File: config.mk
export PLATFORM = sky130hd
export DESIGN_NAME = id_stage
export DESIGN_NICKNAME = d
export VERILOG_FILES = /design/src/id_pkg.sv /design/src/rvc_expander.sv /design/src/instr_decoder.sv /design/src/trap_select.sv /design/src/issue_register.sv /design/src/id_stage.sv
export VERILOG_INCLUDE_DIRS = /design/src
export SDC_FILE = /design/constraint.sdc
export NUM_CORES = 1
export LEC_CHECK = 0
export BUFFER_PORTS_ARGS = -buffer_cell sky130_fd_sc_hd__buf_2
export CORE_MARGIN = 8
export CORE_UTILIZATION = 28
export DETAILED_ROUTE_END_ITERATION = 12
export PLACE_DENSITY = 0.54
export SYNTH_ARGS = -nofsm -noshare
export SYNTH_HDL_FRONTEND = slang
export SYNTH_SLANG_ARGS = --single-unit
File: constraint.sdc
create_clock -name clk_i -period 8.3 [get_ports clk_i]
set_input_delay 0.83 -clock clk_i [delete_from_list [all_inputs] [get_ports clk_i]]
set_output_delay 0.83 -clock clk_i [all_outputs]
set_load 0.02 [all_outputs]
File: src/id_settings.svh
`ifndef ID_SETTINGS_SVH
`define ID_SETTINGS_SVH

// --------------------
// Widths
// --------------------
`define ID_XLEN   32
`define ID_ILEN   32
`define ID_REG_AW 5

// --------------------
// Major opcodes, bits 6:0
// --------------------
`define ID_OPC_LUI    7'b0110111
`define ID_OPC_AUIPC  7'b0010111
`define ID_OPC_JAL    7'b1101111
`define ID_OPC_JALR   7'b1100111
`define ID_OPC_BRANCH 7'b1100011
`define ID_OPC_LOAD   7'b0000011
`define ID_OPC_STORE  7'b0100011
`define ID_OPC_OPIMM  7'b0010011
`define ID_OPC_OP     7'b0110011

// Trap causes, top bit marks an interrupt
`define ID_CAUSE_ILLEGAL 32'h0000_0002
`define ID_CAUSE_IRQ_EXT 32'h8000_000B

`endif

File: src/id_pkg.sv
`include "id_settings.svh"

package id_pkg;

  // --------------------
  // Plain vector types
  // --------------------
  // Raw or expanded instruction word
  typedef logic [`ID_ILEN-1:0]   instr_t;
  // PC, immediate or data word
  typedef logic [`ID_XLEN-1:0]   xlen_t;
  // Architectural register index
  typedef logic [`ID_REG_AW-1:0] reg_addr_t;
  // Trap cause, interrupt flag in the top bit
  typedef logic [`ID_XLEN-1:0]   cause_t;

  // Functional unit that executes the instruction
  typedef enum logic [2:0] {
    FU_NONE   = 3'd0,
    FU_ALU    = 3'd1,
    FU_BRANCH = 3'd2,
    FU_LOAD   = 3'd3,
    FU_STORE  = 3'd4
  } fu_t;

  // --------------------
  // Bundles
  // --------------------
  // Exception or interrupt attached to an instruction
  typedef struct packed {
    logic   valid;
    cause_t cause;
  } exception_t;

  // One entry handed over by fetch
  typedef struct packed {
    instr_t     instr;
    xlen_t      pc;
    exception_t ex;
  } fetch_entry_t;

  // Compact scoreboard entry handed to issue
  typedef struct packed {
    xlen_t      pc;
    fu_t        fu;
    reg_addr_t  rs1;
    reg_addr_t  rs2;
    reg_addr_t  rd;
    xlen_t      imm;
    // Set when the entry came from a 16-bit encoding
    logic       is_compressed;
    exception_t ex;
  } sb_entry_t;

endpackage

File: src/rvc_expander.sv
`timescale 1ns/10ps
`include "id_settings.svh"

module rvc_expander import id_pkg::*; (
  input  instr_t instr_i,
  output instr_t instr_o,
  output logic   is_compressed_o,
  output logic   illegal_o
);

  // Lower half holds the 16-bit encoding
  logic [15:0] cinstr;

  assign cinstr          = instr_i[15:0];
  assign is_compressed_o = (instr_i[1:0] != 2'b11);

  always_comb begin
    // Unsupported codes keep the raw word and raise the illegal flag
    instr_o   = instr_i;
    illegal_o = 1'b0;

    unique case (cinstr[1:0])
      // --------------------
      // Quadrant 0
      // --------------------
      2'b00: begin
        unique case (cinstr[15:13])
          // C.LW expands to lw rd', uimm(rs1')
          3'b010: instr_o = {5'b0, cinstr[5], cinstr[12:10], cinstr[6], 2'b00,
                             2'b01, cinstr[9:7], 3'b010, 2'b01, cinstr[4:2],
                             `ID_OPC_LOAD};
          // C.SW expands to sw rs2', uimm(rs1')
          3'b110: instr_o = {5'b0, cinstr[5], cinstr[12], 2'b01, cinstr[4:2],
                             2'b01, cinstr[9:7], 3'b010, cinstr[11:10], cinstr[6],
                             2'b00, `ID_OPC_STORE};
          default: illegal_o = 1'b1;
        endcase
      end

      // --------------------
      // Quadrant 1
      // --------------------
      2'b01: begin
        unique case (cinstr[15:13])
          // C.ADDI expands to addi rd, rd, nzimm
          3'b000: instr_o = {{6{cinstr[12]}}, cinstr[12], cinstr[6:2], cinstr[11:7],
                             3'b000, cinstr[11:7], `ID_OPC_OPIMM};
          // C.LI expands to addi rd, x0, imm
          3'b010: instr_o = {{6{cinstr[12]}}, cinstr[12], cinstr[6:2], 5'b0,
                             3'b000, cinstr[11:7], `ID_OPC_OPIMM};
          // C.J becomes jal x0 with the offset bits rearranged into J format
          3'b101: instr_o = {cinstr[12], cinstr[8], cinstr[10:9], cinstr[6], cinstr[7],
                             cinstr[2], cinstr[11], cinstr[5:3], cinstr[12],
                             {8{cinstr[12]}}, 5'b0, `ID_OPC_JAL};
          // C.BEQZ and C.BNEZ share one form where bit 13 picks beq or bne
          3'b110,
          3'b111: instr_o = {cinstr[12], {3{cinstr[12]}}, cinstr[6:5], cinstr[2], 5'b0,
                             2'b01, cinstr[9:7], 2'b00, cinstr[13], cinstr[11:10],
                             cinstr[4:3], cinstr[12], `ID_OPC_BRANCH};
          default: illegal_o = 1'b1;
        endcase
      end

      // --------------------
      // Quadrant 2
      // --------------------
      2'b10: begin
        // Only C.MV and C.ADD, since rs2 of zero means C.JR or C.JALR
        if (cinstr[15:13] == 3'b100 && cinstr[6:2] != 5'b0) begin
          if (cinstr[12]) begin
            // C.ADD expands to add rd, rd, rs2
            instr_o = {7'b0, cinstr[6:2], cinstr[11:7], 3'b000, cinstr[11:7], `ID_OPC_OP};
          end else begin
            // C.MV expands to add rd, x0, rs2
            instr_o = {7'b0, cinstr[6:2], 5'b0, 3'b000, cinstr[11:7], `ID_OPC_OP};
          end
        end else begin
          illegal_o = 1'b1;
        end
      end

      // Full 32-bit word passes unchanged
      default: instr_o = instr_i;
    endcase
  end

  // A compressed word lands on a 32-bit opcode unless flagged illegal
  expand_check: assert final (
    is_compressed_o ? (illegal_o || instr_o[1:0] == 2'b11)
                    : (!illegal_o && instr_o == instr_i)
  );

endmodule

File: src/instr_decoder.sv
`timescale 1ns/10ps
`include "id_settings.svh"

module instr_decoder import id_pkg::*; (
  input  instr_t    instr_i,
  input  logic      is_compressed_i,
  input  logic      rvc_illegal_i,
  input  xlen_t     pc_i,
  output sb_entry_t entry_o,
  output logic      is_ctrl_flow_o
);

  // --------------------
  // Immediate formats
  // --------------------
  xlen_t imm_i_type;
  xlen_t imm_s_type;
  xlen_t imm_b_type;
  xlen_t imm_u_type;
  xlen_t imm_j_type;
  logic  illegal_opc;

  assign imm_i_type = {{20{instr_i[31]}}, instr_i[31:20]};
  assign imm_s_type = {{20{instr_i[31]}}, instr_i[31:25], instr_i[11:7]};
  assign imm_b_type = {{20{instr_i[31]}}, instr_i[7], instr_i[30:25], instr_i[11:8], 1'b0};
  assign imm_u_type = {instr_i[31:12], 12'b0};
  assign imm_j_type = {{12{instr_i[31]}}, instr_i[19:12], instr_i[20], instr_i[30:21], 1'b0};

  always_comb begin
    entry_o               = '0;
    entry_o.pc            = pc_i;
    entry_o.fu            = FU_NONE;
    entry_o.is_compressed = is_compressed_i;
    is_ctrl_flow_o        = 1'b0;
    illegal_opc           = 1'b0;

    unique case (instr_i[6:0])
      // Upper immediates write rd only
      `ID_OPC_LUI, `ID_OPC_AUIPC: begin
        entry_o.fu  = FU_ALU;
        entry_o.rd  = instr_i[11:7];
        entry_o.imm = imm_u_type;
      end
      `ID_OPC_JAL: begin
        entry_o.fu     = FU_BRANCH;
        entry_o.rd     = instr_i[11:7];
        entry_o.imm    = imm_j_type;
        is_ctrl_flow_o = 1'b1;
      end
      `ID_OPC_JALR: begin
        entry_o.fu     = FU_BRANCH;
        entry_o.rs1    = instr_i[19:15];
        entry_o.rd     = instr_i[11:7];
        entry_o.imm    = imm_i_type;
        is_ctrl_flow_o = 1'b1;
      end
      // Conditional branch, no destination
      `ID_OPC_BRANCH: begin
        entry_o.fu     = FU_BRANCH;
        entry_o.rs1    = instr_i[19:15];
        entry_o.rs2    = instr_i[24:20];
        entry_o.imm    = imm_b_type;
        is_ctrl_flow_o = 1'b1;
      end
      `ID_OPC_LOAD: begin
        entry_o.fu  = FU_LOAD;
        entry_o.rs1 = instr_i[19:15];
        entry_o.rd  = instr_i[11:7];
        entry_o.imm = imm_i_type;
      end
      `ID_OPC_STORE: begin
        entry_o.fu  = FU_STORE;
        entry_o.rs1 = instr_i[19:15];
        entry_o.rs2 = instr_i[24:20];
        entry_o.imm = imm_s_type;
      end
      `ID_OPC_OPIMM: begin
        entry_o.fu  = FU_ALU;
        entry_o.rs1 = instr_i[19:15];
        entry_o.rd  = instr_i[11:7];
        entry_o.imm = imm_i_type;
      end
      // Register-register ALU op, no immediate
      `ID_OPC_OP: begin
        entry_o.fu  = FU_ALU;
        entry_o.rs1 = instr_i[19:15];
        entry_o.rs2 = instr_i[24:20];
        entry_o.rd  = instr_i[11:7];
      end
      default: illegal_opc = 1'b1;
    endcase

    // Illegal words go nowhere but still carry their exception to issue
    if (illegal_opc || rvc_illegal_i) begin
      entry_o.fu       = FU_NONE;
      entry_o.ex.valid = 1'b1;
      entry_o.ex.cause = `ID_CAUSE_ILLEGAL;
      is_ctrl_flow_o   = 1'b0;
    end
  end

endmodule

File: src/trap_select.sv
`timescale 1ns/10ps
`include "id_settings.svh"

module trap_select import id_pkg::*; (
  input  logic       irq_i,
  input  logic       irq_en_i,
  input  exception_t fetch_ex_i,
  output exception_t trap_o
);

  // Interrupt only taken when globally enabled
  logic irq_pending;

  assign irq_pending = irq_i && irq_en_i;

  always_comb begin
    // Nothing to report by default
    trap_o = '0;

    if (irq_pending) begin
      // Interrupt replaces the instruction, fetch fault is dropped
      trap_o.valid = 1'b1;
      trap_o.cause = `ID_CAUSE_IRQ_EXT;
    end else if (fetch_ex_i.valid) begin
      // Fetch fault passes with its own cause
      trap_o = fetch_ex_i;
    end
  end

  // An enabled interrupt must never be lost behind a fetch fault
  irq_taken_check: assert final (!(irq_i && irq_en_i) || trap_o.valid);

endmodule

File: src/issue_register.sv
`timescale 1ns/10ps

module issue_register import id_pkg::*; (
  input  logic       clk_i,
  input  logic       rst_ni,
  input  logic       flush_i,
  input  logic       fetch_valid_i,
  input  logic       issue_ack_i,
  input  sb_entry_t  decoded_i,
  input  exception_t trap_i,
  input  logic       ctrl_flow_i,
  input  instr_t     orig_instr_i,
  output logic       fetch_ready_o,
  output logic       issue_valid_o,
  output sb_entry_t  issue_entry_o,
  output instr_t     orig_instr_o,
  output logic       is_ctrl_flow_o
);

  // Everything stored alongside the valid bit
  typedef struct packed {
    sb_entry_t entry;
    instr_t    orig_instr;
    logic      ctrl_flow;
  } issue_payload_t;

  issue_payload_t payload_d, payload_q;
  logic           valid_d, valid_q;
  logic           accept;

  // Space now, or space freed by this cycle's acknowledge
  assign fetch_ready_o = !valid_q || issue_ack_i;
  assign accept        = fetch_valid_i && fetch_ready_o;

  // --------------------
  // Next entry
  // --------------------
  always_comb begin
    payload_d.entry      = decoded_i;
    payload_d.orig_instr = orig_instr_i;
    payload_d.ctrl_flow  = ctrl_flow_i;
    // Interrupt or fetch fault outranks the decoder's illegal flag
    if (trap_i.valid) begin
      payload_d.entry.ex = trap_i;
    end
  end

  always_comb begin
    valid_d = valid_q;
    // Acknowledge empties the slot
    if (issue_ack_i) begin
      valid_d = 1'b0;
    end
    if (accept) begin
      valid_d = 1'b1;
    end
    // Flush wins over a same-cycle accept
    if (flush_i) begin
      valid_d = 1'b0;
    end
  end

  // --------------------
  // Registers
  // --------------------
  always_ff @(posedge clk_i or negedge rst_ni) begin
    if (!rst_ni) begin
      valid_q <= 1'b0;
    end else begin
      valid_q <= valid_d;
    end
  end

  always_ff @(posedge clk_i) begin
    if (accept) begin
      payload_q <= payload_d;
    end
  end

  assign issue_valid_o  = valid_q;
  assign issue_entry_o  = payload_q.entry;
  assign orig_instr_o   = payload_q.orig_instr;
  assign is_ctrl_flow_o = payload_q.ctrl_flow;

  // Entry waiting on issue may only leave by acknowledge or flush
  hold_under_backpressure: assert property (
    @(posedge clk_i) disable iff (!rst_ni)
    (issue_valid_o && !issue_ack_i && !flush_i) |=> issue_valid_o
  );

endmodule

File: src/id_stage.sv
`timescale 1ns/10ps

module id_stage import id_pkg::*; (
  input  logic         clk_i,
  input  logic         rst_ni,
  input  logic         flush_i,
  input  fetch_entry_t fetch_entry_i,
  input  logic         fetch_valid_i,
  output logic         fetch_ready_o,
  input  logic         issue_ack_i,
  input  logic         irq_i,
  input  logic         irq_en_i,
  output sb_entry_t    issue_entry_o,
  output logic         issue_valid_o,
  output instr_t       orig_instr_o,
  output logic         is_ctrl_flow_o
);

  instr_t     expanded_instr;
  logic       is_compressed;
  logic       rvc_illegal;
  sb_entry_t  decoded_entry;
  logic       ctrl_flow;
  exception_t trap;

  // --------------------
  // Decode path
  // --------------------
  rvc_expander rvc_expander_i (
    .instr_i         (fetch_entry_i.instr),
    .instr_o         (expanded_instr),
    .is_compressed_o (is_compressed),
    .illegal_o       (rvc_illegal)
  );

  instr_decoder instr_decoder_i (
    .instr_i         (expanded_instr),
    .is_compressed_i (is_compressed),
    .rvc_illegal_i   (rvc_illegal),
    .pc_i            (fetch_entry_i.pc),
    .entry_o         (decoded_entry),
    .is_ctrl_flow_o  (ctrl_flow)
  );

  // Trap decision runs beside the decoder
  trap_select trap_select_i (
    .irq_i      (irq_i),
    .irq_en_i   (irq_en_i),
    .fetch_ex_i (fetch_entry_i.ex),
    .trap_o     (trap)
  );

  // --------------------
  // ID/issue register
  // --------------------
  issue_register issue_register_i (
    .clk_i          (clk_i),
    .rst_ni         (rst_ni),
    .flush_i        (flush_i),
    .fetch_valid_i  (fetch_valid_i),
    .issue_ack_i    (issue_ack_i),
    .decoded_i      (decoded_entry),
    .trap_i         (trap),
    .ctrl_flow_i    (ctrl_flow),
    // Raw word, not the expanded form
    .orig_instr_i   (fetch_entry_i.instr),
    .fetch_ready_o  (fetch_ready_o),
    .issue_valid_o  (issue_valid_o),
    .issue_entry_o  (issue_entry_o),
    .orig_instr_o   (orig_instr_o),
    .is_ctrl_flow_o (is_ctrl_flow_o)
  );

endmodule

# Word-level counts from Yosys, hierarchy flattened
# Index checks and enable logic that the tools add are counted.
[word_totals] input_bits=104 latchBits=0 rom_bits=0 regBits=150 n_memories=0 mem_bits_rw=0
[classes] shift=0 add_sub_neg=0 n_div=0 reduce_logical=21 bitwise=0 mux=20 mul=0 eq_ne=17 magnitude_cmp=0
[op_table] op="$pmux W32 S5" count=1
[op_table] op="$pmux W32 S4" count=1
[op_table] op="$mux W33" count=3
[op_table] op="$pmux W32 S3" count=1
[op_table] op="$mux W32" count=2
[op_table] op="$pmux W32 S2" count=1
[op_table] op="$eq A7 B6 Y1 const B" count=3
[op_table] op="$eq A7 B7 Y1 const B" count=3
[op_table] op="$mux W20" count=1
[op_table] op="$eq A7 B5 Y1 const B" count=2
[op_table] op="$eq A3 B3 Y1 const B" count=4
[op_table] op="$pmux W3 S4" count=1
[op_table] op="$reduce_or A3 Y1" count=3
[op_table] op="$reduce_or A9 Y1" count=1
[op_table] op="$mux W1" count=8
[op_table] op="$eq A7 B2 Y1 const B" count=1
[op_table] op="$reduce_or A7 Y1" count=1
[op_table] op="$reduce_or A2 Y1" count=3
[op_table] op="$reduce_or A6 Y1" count=1
[op_table] op="$reduce_bool A5 Y1" count=1
[op_table] op="$reduce_or A5 Y1" count=1
[op_table] op="$reduce_or A4 Y1" count=1
[op_table] op="$eq A3 B2 Y1 const B" count=1
[op_table] op="$logic_and A1 B1 Y1" count=3
[op_table] op="other kinds (9)" count=10

# Logic depth before layout (Yosys ltp)
# Gate-level depths: netlist of run 1.
[logic_depth] ltp_word=10 depth_mapped=11 depth_no_buf=7

# Modules after synthesis
# From an unflattened synthesis of run 1, not the netlist that was laid out.
[hier_totals] cells_unflattened=580 hier_area_um2=7629.8
[modules_own_cells] module="issue_register" seq_area_each_um2=4499.3 area_per_inst_um2=5067.4 instances=1 cells_each=191
[modules_own_cells] module="instr_decoder" seq_area_each_um2=0.0 area_per_inst_um2=1238.7 instances=1 cells_each=169
[modules_own_cells] module="rvc_expander" seq_area_each_um2=0.0 area_per_inst_um2=1052.3 instances=1 cells_each=176
[modules_own_cells] module="trap_select" seq_area_each_um2=0.0 area_per_inst_um2=271.5 instances=1 cells_each=44

# Least setup slack after synthesis of run 1
# No wires, ideal clock.
[synth_timing] path_type="input -> register" from="in issue_ack_i" to="reg issue_register_i.payload_q (netlist bit issue_register_i.is_ctrl_flow_o) (enable)" t_required_ns=7.774 setup_ns=0.526 setup_slack_ns=3.232 stages=2 path_buffers=0 t_arrival_ns=4.543 path_cell_list="nand2b_1 -> and2_1"
[synth_via] elab_chain_cells=2
[synth_lines] item="start: declaration" line="id_stage.sv:10" rtl="input logic issue_ack_i,"
[synth_lines] item="$logic_or A1 B1 Y1" line="issue_register.sv:32" rtl="assign fetch_ready_o = !valid_q || issue_ack_i;"
[synth_lines] item="$logic_and A1 B1 Y1" line="issue_register.sv:33" rtl="assign accept = fetch_valid_i && fetch_ready_o;"
[synth_lines] item="net issue_register_i.accept" line="issue_register.sv:29" rtl="logic accept;"
[synth_lines] item="end signal: assignment" line="issue_register.sv:76" rtl="payload_q <= payload_d;"
[synth_lines] item="end: declaration" line="issue_register.sv:27" rtl="issue_payload_t payload_d, payload_q;"
# The timed path passes the listed nets, and every way through them passes these cells.
# A chain may end at the register's enable or synchronous reset.

==> summary.txt, run 1 <==
STA
  – Slew headroom: 31.1%
  – Fmax: 282 MHz
  – Worst Tran Pin Value: 1.03 ns
  – Max-slew violation count: 0
  – RSZ-0062 raised after global routing: no
  – Final clock skew: 0.0242 ns
  – Final Hold Vio Count: 0
  – Total Neg Setup Slack: 0 ns
  – Ratio of final minimum period to clock period: 42.8%
  – Endpoints failing setup: 0
  – Crit path time final: 3.55 ns

Route
  – DR iter-0 viols: 462
  – Initial DRT Pass Iterations: 5
  – Final WL: 22400 um
  – Vias post-DR: 5447
  – Antenna Nets Post-Route: 0
  – Via density: 4.91
  – WL per Instance: 20.2 um
  – DRC Markers: 0

Layout
  – Commonest non-fill, non-tap cell in the layout: buf_2
  – Syn-to-layout area delta: 30.4%
  – Antenna cells: 0
  – Fin cells: 1110
  – Register Area: 4500 um^2
  – # nets final: 877
  – Area of the multi-input gates: 2070 um^2
  – Fill cells: 2461
  – Most frequent cells in the layout: 254 x buf_2, 149 x edfxtp_1, 49 x nand2_1, 40 x o21ai_0, 39 x nor2_1
  – Fraction of layout cells with a size suffix above 1: 40.2%

Pwr
  – Internal: 1380 uW
  – Max IR drop VDD: 0.104 mV
  – Sw Share: 29.2%
  – Clk network pwr share: 38.0%
  – Comb power frac: 15.7%
  – Seq pwr share: 46.3%
  – Pwr/cell area: 221 nW/um^2
  – P_leak: 0.00369 uW
  – NetSw: 572 uW

Worst setup path
  – Arrival time worst endpoint: 3.70 ns
  – R2r setup slk: 5.67 ns
  – WS Path Type: in2reg
  – Crit. End Element: flop
  – Crit start category: primary input
  – CP required: 8.45 ns
  – Critical Path Fanout Max: 42

Yosys
  – Synth async-reset ratio: 0.667%
  – Syn nets: 636
  – Count of cell types in the netlist: 72
  – Post-Syn Instances: 532
  – Yosys warnings: 0
  – Synth Cell Area: 6800 um^2
  – Post-synth EDFFs: 149
  – Ys flop type: edfxtp_1
  – Sequential element share of the synthesized area: 66.2%
  – Mean Syn Cell Area: 12.8 um^2
  – Yosys reg bits: 150

GRT
  – First-pass GRT wire length: 32300 um
  – Largest net degree at the start of global routing: 81
  – Total gr overflow: 0
  – Vias in the first global route: 5392
  – GRT Overall Usage: 14.4%
  – Initial antenna violation count: 0

Clock network
  – CTS Hold Bufs: 0
  – Clock Sinks: 150
  – TritonCTS Buffers: 17
  – CTS tree: yes
  – H-tree depth: 4
  – Clk slew on worst S/H paths: 0.07 ns
  – CTS Buffer Depth: 2
  – CTS resizes: 0
  – Clk Latency, worst-skew pair: 0.43 ns
  – Setup Fix Bufs, Post-CTS: 0
  – Root Buffer: clkbuf_16

Floorplan
  – Die W: 172 um
  – Area of the die: 29500 um^2
  – Die Y: 172 um
  – Core ar.: 24100 um^2
  – FP Rows: 57
  – Initial Util: 28.2%
  – I/O pins: 255

Hold path
  – HP Class: in2async

Run status
  – Status: finished, final reports clean

Flow run
  – Max_cap viols: 0

Placement
  – Placed Cells: 1078
  – Placed wire-length estimate: 16600 um
  – Number of port buffers: 254
  – GP Congestion: 0.891
## worst max-delay path: stages
cell,delay [ns]
buf_2,0.56
or3b_4,0.49
a21oi_4,0.27
and2_1,0.45
nor2_4,0.15
a22oi_2,0.39
or4_1,0.38
o21ai_0,0.15
## routing by layer
| layer | vias to the layer above | GRT usage, % | part of all wire, % |
|---|---|---|---|
| met5 | - | 0 | 0 |
| met1 | 2626 | 18.5 | 42 |
| met2 | 266 | 24.1 | 48 |
| li1 | 2536 | - | - |
| met3 | 19 | 2.80 | 8.4 |
| met4 | 0 | 4.50 | 1.6 |
## sequential cells by signal, summed over array words and instances, names as in the netlist
| signal | cells |
|---|---|
| issue_register_i.orig_instr_o | 32 |
| issue_register_i.issue_entry_o | 116 |
| issue_register_i.is_ctrl_flow_o | 1 |
| issue_register_i.issue_valid_o | 1 |
## layout make-up
| type | instances | share of cell area, % |
|---|---|---|
| well taps | 324 | 4.57 |
| multi-input cells | 338 | 23.4 |
| clock buffers | 18 | 4.84 |
| inverters | 11 | 0.466 |
| clock inverters | 14 | 1.55 |
| flip-flops and latches | 150 | 50.8 |
| repair buffers | 255 | 14.4 |
## logic make-up (layout without fill, tap and decap cells)
kind of cell | Yosys count | count (layout) | share of synthesized area, %
compound gates | 140 | 140 | 14.2
buf+inv | 44 | 298 | 3.35
flops | 150 | 150 | 66.2
mux | 5 | 5 | 0.791
simple gates | 193 | 193 | 15.5
## power groups by stage
stage	clock network [uW]	logic [uW]	registers, uW
after floorplan	0	118	995
after global routing	793	329	911
after global placement	0	310	923
after CTS	766	309	908
final	744	306	907
after detailed placement	0	308	924
## worst paths after layout
check                                                      to  cells after the start                            from
max in group asynchronous      issue_register_i.issue_valid_o                      1                          rst_ni
min in group clk_i             issue_register_i.issue_valid_o                      2                         flush_i
max reg2reg                issue_register_i.issue_entry_o[48]                      3  issue_register_i.issue_valid_o
min reg2reg                    issue_register_i.issue_valid_o                      2  issue_register_i.issue_valid_o
min                            issue_register_i.issue_valid_o                      1                          rst_ni
max                        issue_register_i.issue_entry_o[52]                      8               fetch_entry_i[80]
## cell usage after synthesis (all sizes together) (5+ instances only)
| master | n | share of area, % |
|---|---|---|
| a21o | 11 | 1.2 |
| a21oi | 27 | 2.4 |
| a22o | 5 | 0.64 |
| a32oi | 7 | 0.90 |
| and2 | 10 | 0.92 |
| and3 | 35 | 3.2 |
| buf | 12 | 1.4 |
| clkbuf | 21 | 1.3 |
| edfxtp | 149 | 66 |
| inv | 11 | 0.61 |
| nand2 | 49 | 2.7 |
| nand2b | 6 | 0.55 |
| nand3 | 8 | 0.66 |
| nand4 | 6 | 0.55 |
| nor2 | 40 | 2.3 |
| nor2b | 11 | 1.0 |
| nor3 | 9 | 0.74 |
| o21ai | 42 | 3.1 |
| o22ai | 5 | 0.46 |
| o2bb2ai | 5 | 0.64 |
## stage by stage
stage	power (uW)	instance area (um^2)	hold WS [ns]	util, %	setup slack [ns]
6_report	1960	8860	0.182	36.8	4.75
5_1_grt	2030	8860	0.159	36.8	4.63
4_1_cts	1980	8860	0.156	36.8	4.81
3_5_place_dp	1230	8300	0.580	34.4	4.37
3_3_place_gp	1230	8300	0.564	34.4	4.41
2_1_floorplan	1110	6800	0.534	-	3.23
Power figures use the tool's default switching activity.
==> inputs of run 2 (changes only) <==
PLACE_DENSITY = 0.56   (was 0.54)
clock period = 3.15 ns   (was 8.3 ns; I/O delays follow)
==> summary.txt, run 2 (synthesis gave the netlist of run 1 again) <==
Run status
  – Status: finished, final reports clean

Clock network
  – CTS Buffer Depth: 2
  – Clk slew on worst S/H paths: 0.06 ns
  – CTS tree: yes
  – H-tree depth: 4
  – TritonCTS Buffers: 17
  – CTS resizes: 0
  – Root Buffer: clkbuf_16
  – Clk Latency, worst-skew pair: 0.43 ns
  – Clock Sinks: 150

STA
  – Slew headroom: 35.0%
  – Endpoints failing setup: 0
  – Hold slack: 0.0421 ns
  – Worst Tran Pin Value: 0.973 ns
  – Final clock skew: 0.0205 ns
  – Crit path time final: 2.42 ns
  – Max-slew violation count: 0
  – RSZ-0062 raised after global routing: no
  – Final Hold Vio Count: 0
  – Fmax: 413 MHz
  – Total Neg Setup Slack: 0 ns
  – Ratio of final minimum period to clock period: 76.8%

Pwr
  – NetSw: 1510 uW
  – Internal: 3680 uW
  – Clk network pwr share: 37.8%
  – Max IR drop VDD: 0.284 mV
  – P_leak: 0.00384 uW
  – Pwr/cell area: 571 nW/um^2
  – Sw Share: 29.1%
  – Comb power frac: 16.3%
  – Seq pwr share: 46.0%

GRT
  – Largest net degree at the start of global routing: 146
  – GRT Overall Usage: 14.5%
  – Initial antenna violation count: 0
  – Total gr overflow: 0
  – Vias in the first global route: 5321
  – First-pass GRT wire length: 31900 um

Worst setup path
  – WS Path Type: in2reg
  – Critical Path Fanout Max: 14
  – Arrival time worst endpoint: 2.69 ns
  – CP required: 3.42 ns
  – Crit. End Element: flop
  – Crit start category: primary input

Route
  – DRC Markers: 0
  – Antenna Nets Post-Route: 0
  – Initial DRT Pass Iterations: 5
  – WL per Instance: 19.9 um
  – DR iter-0 viols: 372
  – Final WL: 22600 um
  – Vias post-DR: 5538
  – Via density: 4.86

Layout
  – Most frequent cells in the layout: 254 x buf_2, 149 x edfxtp_1, 49 x nand2_1, 40 x o21ai_0, 39 x nor2_1
  – Fin cells: 1139
  – Commonest non-fill, non-tap cell in the layout: buf_2
  – Fill cells: 2430
  – Register Area: 4500 um^2
  – Area of the multi-input gates: 2070 um^2
  – Antenna cells: 0
  – Cell area after layout: 9100 um^2
  – Max FFs per register: 116
  – Final core utilization: 37.7%
  – Syn-to-layout area delta: 33.8%
  – Fraction of layout cells with a size suffix above 1: 42.2%
  – # nets final: 906

Placement
  – GP Congestion: 0.954
  – Placed wire-length estimate: 16900 um
  – Number of port buffers: 254
  – Placed cell area: 8520 um^2
  – Placed Cells: 1106

Floorplan
  – Area of the die: 29500 um^2
  – FP Rows: 57
  – Core ar.: 24100 um^2
  – Initial Util: 28.2%
  – I/O pins: 255
  – Die Y: 172 um
  – Die W: 172 um

Hold path
  – HP Class: in2reg

Flow run
  – Max_cap viols: 0
-- run 2: cell types whose count changed in the layout (fill, tap and decap cells not counted), sizes merged --
cell         change
buf             +28
inv              +1
dlygate4sd3      +1
clkinvlp         -1
-- run 2: final timing paths --
kind	start	endpoint	slack [ns]	cells past startpoint
max reg2reg	issue_register_i.issue_valid_o	issue_register_i.issue_entry_o[33]	1.34	3
min reg2reg	issue_register_i.issue_valid_o	issue_register_i.issue_valid_o	0.59	2
min	flush_i	issue_register_i.issue_valid_o	0.04	2
max in group asynchronous	rst_ni	issue_register_i.issue_valid_o	2.86	2
max	fetch_entry_i[78]	issue_register_i.issue_entry_o[57]	0.73	8
min in group asynchronous	rst_ni	issue_register_i.issue_valid_o	0.21	2
-- run 2: layer usage --
metal	track usage, %	part of all wire [%]
met5	0	0
met3	3.95	10
met4	5.55	2.2
met2	23.5	48
met1	18.3	40
-- run 2: power groups by stage --
| stage | clock network (uW) | logic [uW] | registers [uW] |
|---|---|---|---|
| 2_1_floorplan | 0 | 312 | 2610 |
| 3_3_place_gp | 0 | 849 | 2430 |
| 3_5_place_dp | 0 | 847 | 2430 |
| 4_1_cts | 2030 | 851 | 2390 |
| 5_1_grt | 2090 | 909 | 2400 |
| 6_report | 1960 | 845 | 2390 |
-- run 2: layout make-up --
| cell class | instances | share of cell area (%) |
|---|---|---|
| sequential | 150 | 49.5 |
| multi-input combinational | 338 | 22.8 |
| inverter | 11 | 0.454 |
| tap | 324 | 4.46 |
| clock inverter | 14 | 1.50 |
| timing repair buffer | 284 | 16.6 |
| clock buffer | 18 | 4.72 |
-- run 2: worst max-delay path: stages --
cell and delay, ns:
buf_2 0.18, or3b_4 0.42, a21oi_4 0.26, a221oi_2 0.12, a21o_1 0.28, or4_4 0.59
a21oi_4 0.32, o21bai_1 0.18
-- run 2: stage by stage --
step | power [uW] | setup WS [ns]
after floorplan | 2930 | 0.121
after global placement | 3280 | 0.412
after detailed placement | 3280 | 0.316
after CTS | 5270 | 0.772
after global routing | 5400 | 0.599
final | 5190 | 0.731
-- run 2: timing repair --
| item | in CTS | in global routing |
|---|---|---|
| endpoints found under the hold margin | 1 | 0 |
| hold buffers | 1 | 0 |
| setup buffers | 0 | 0 |
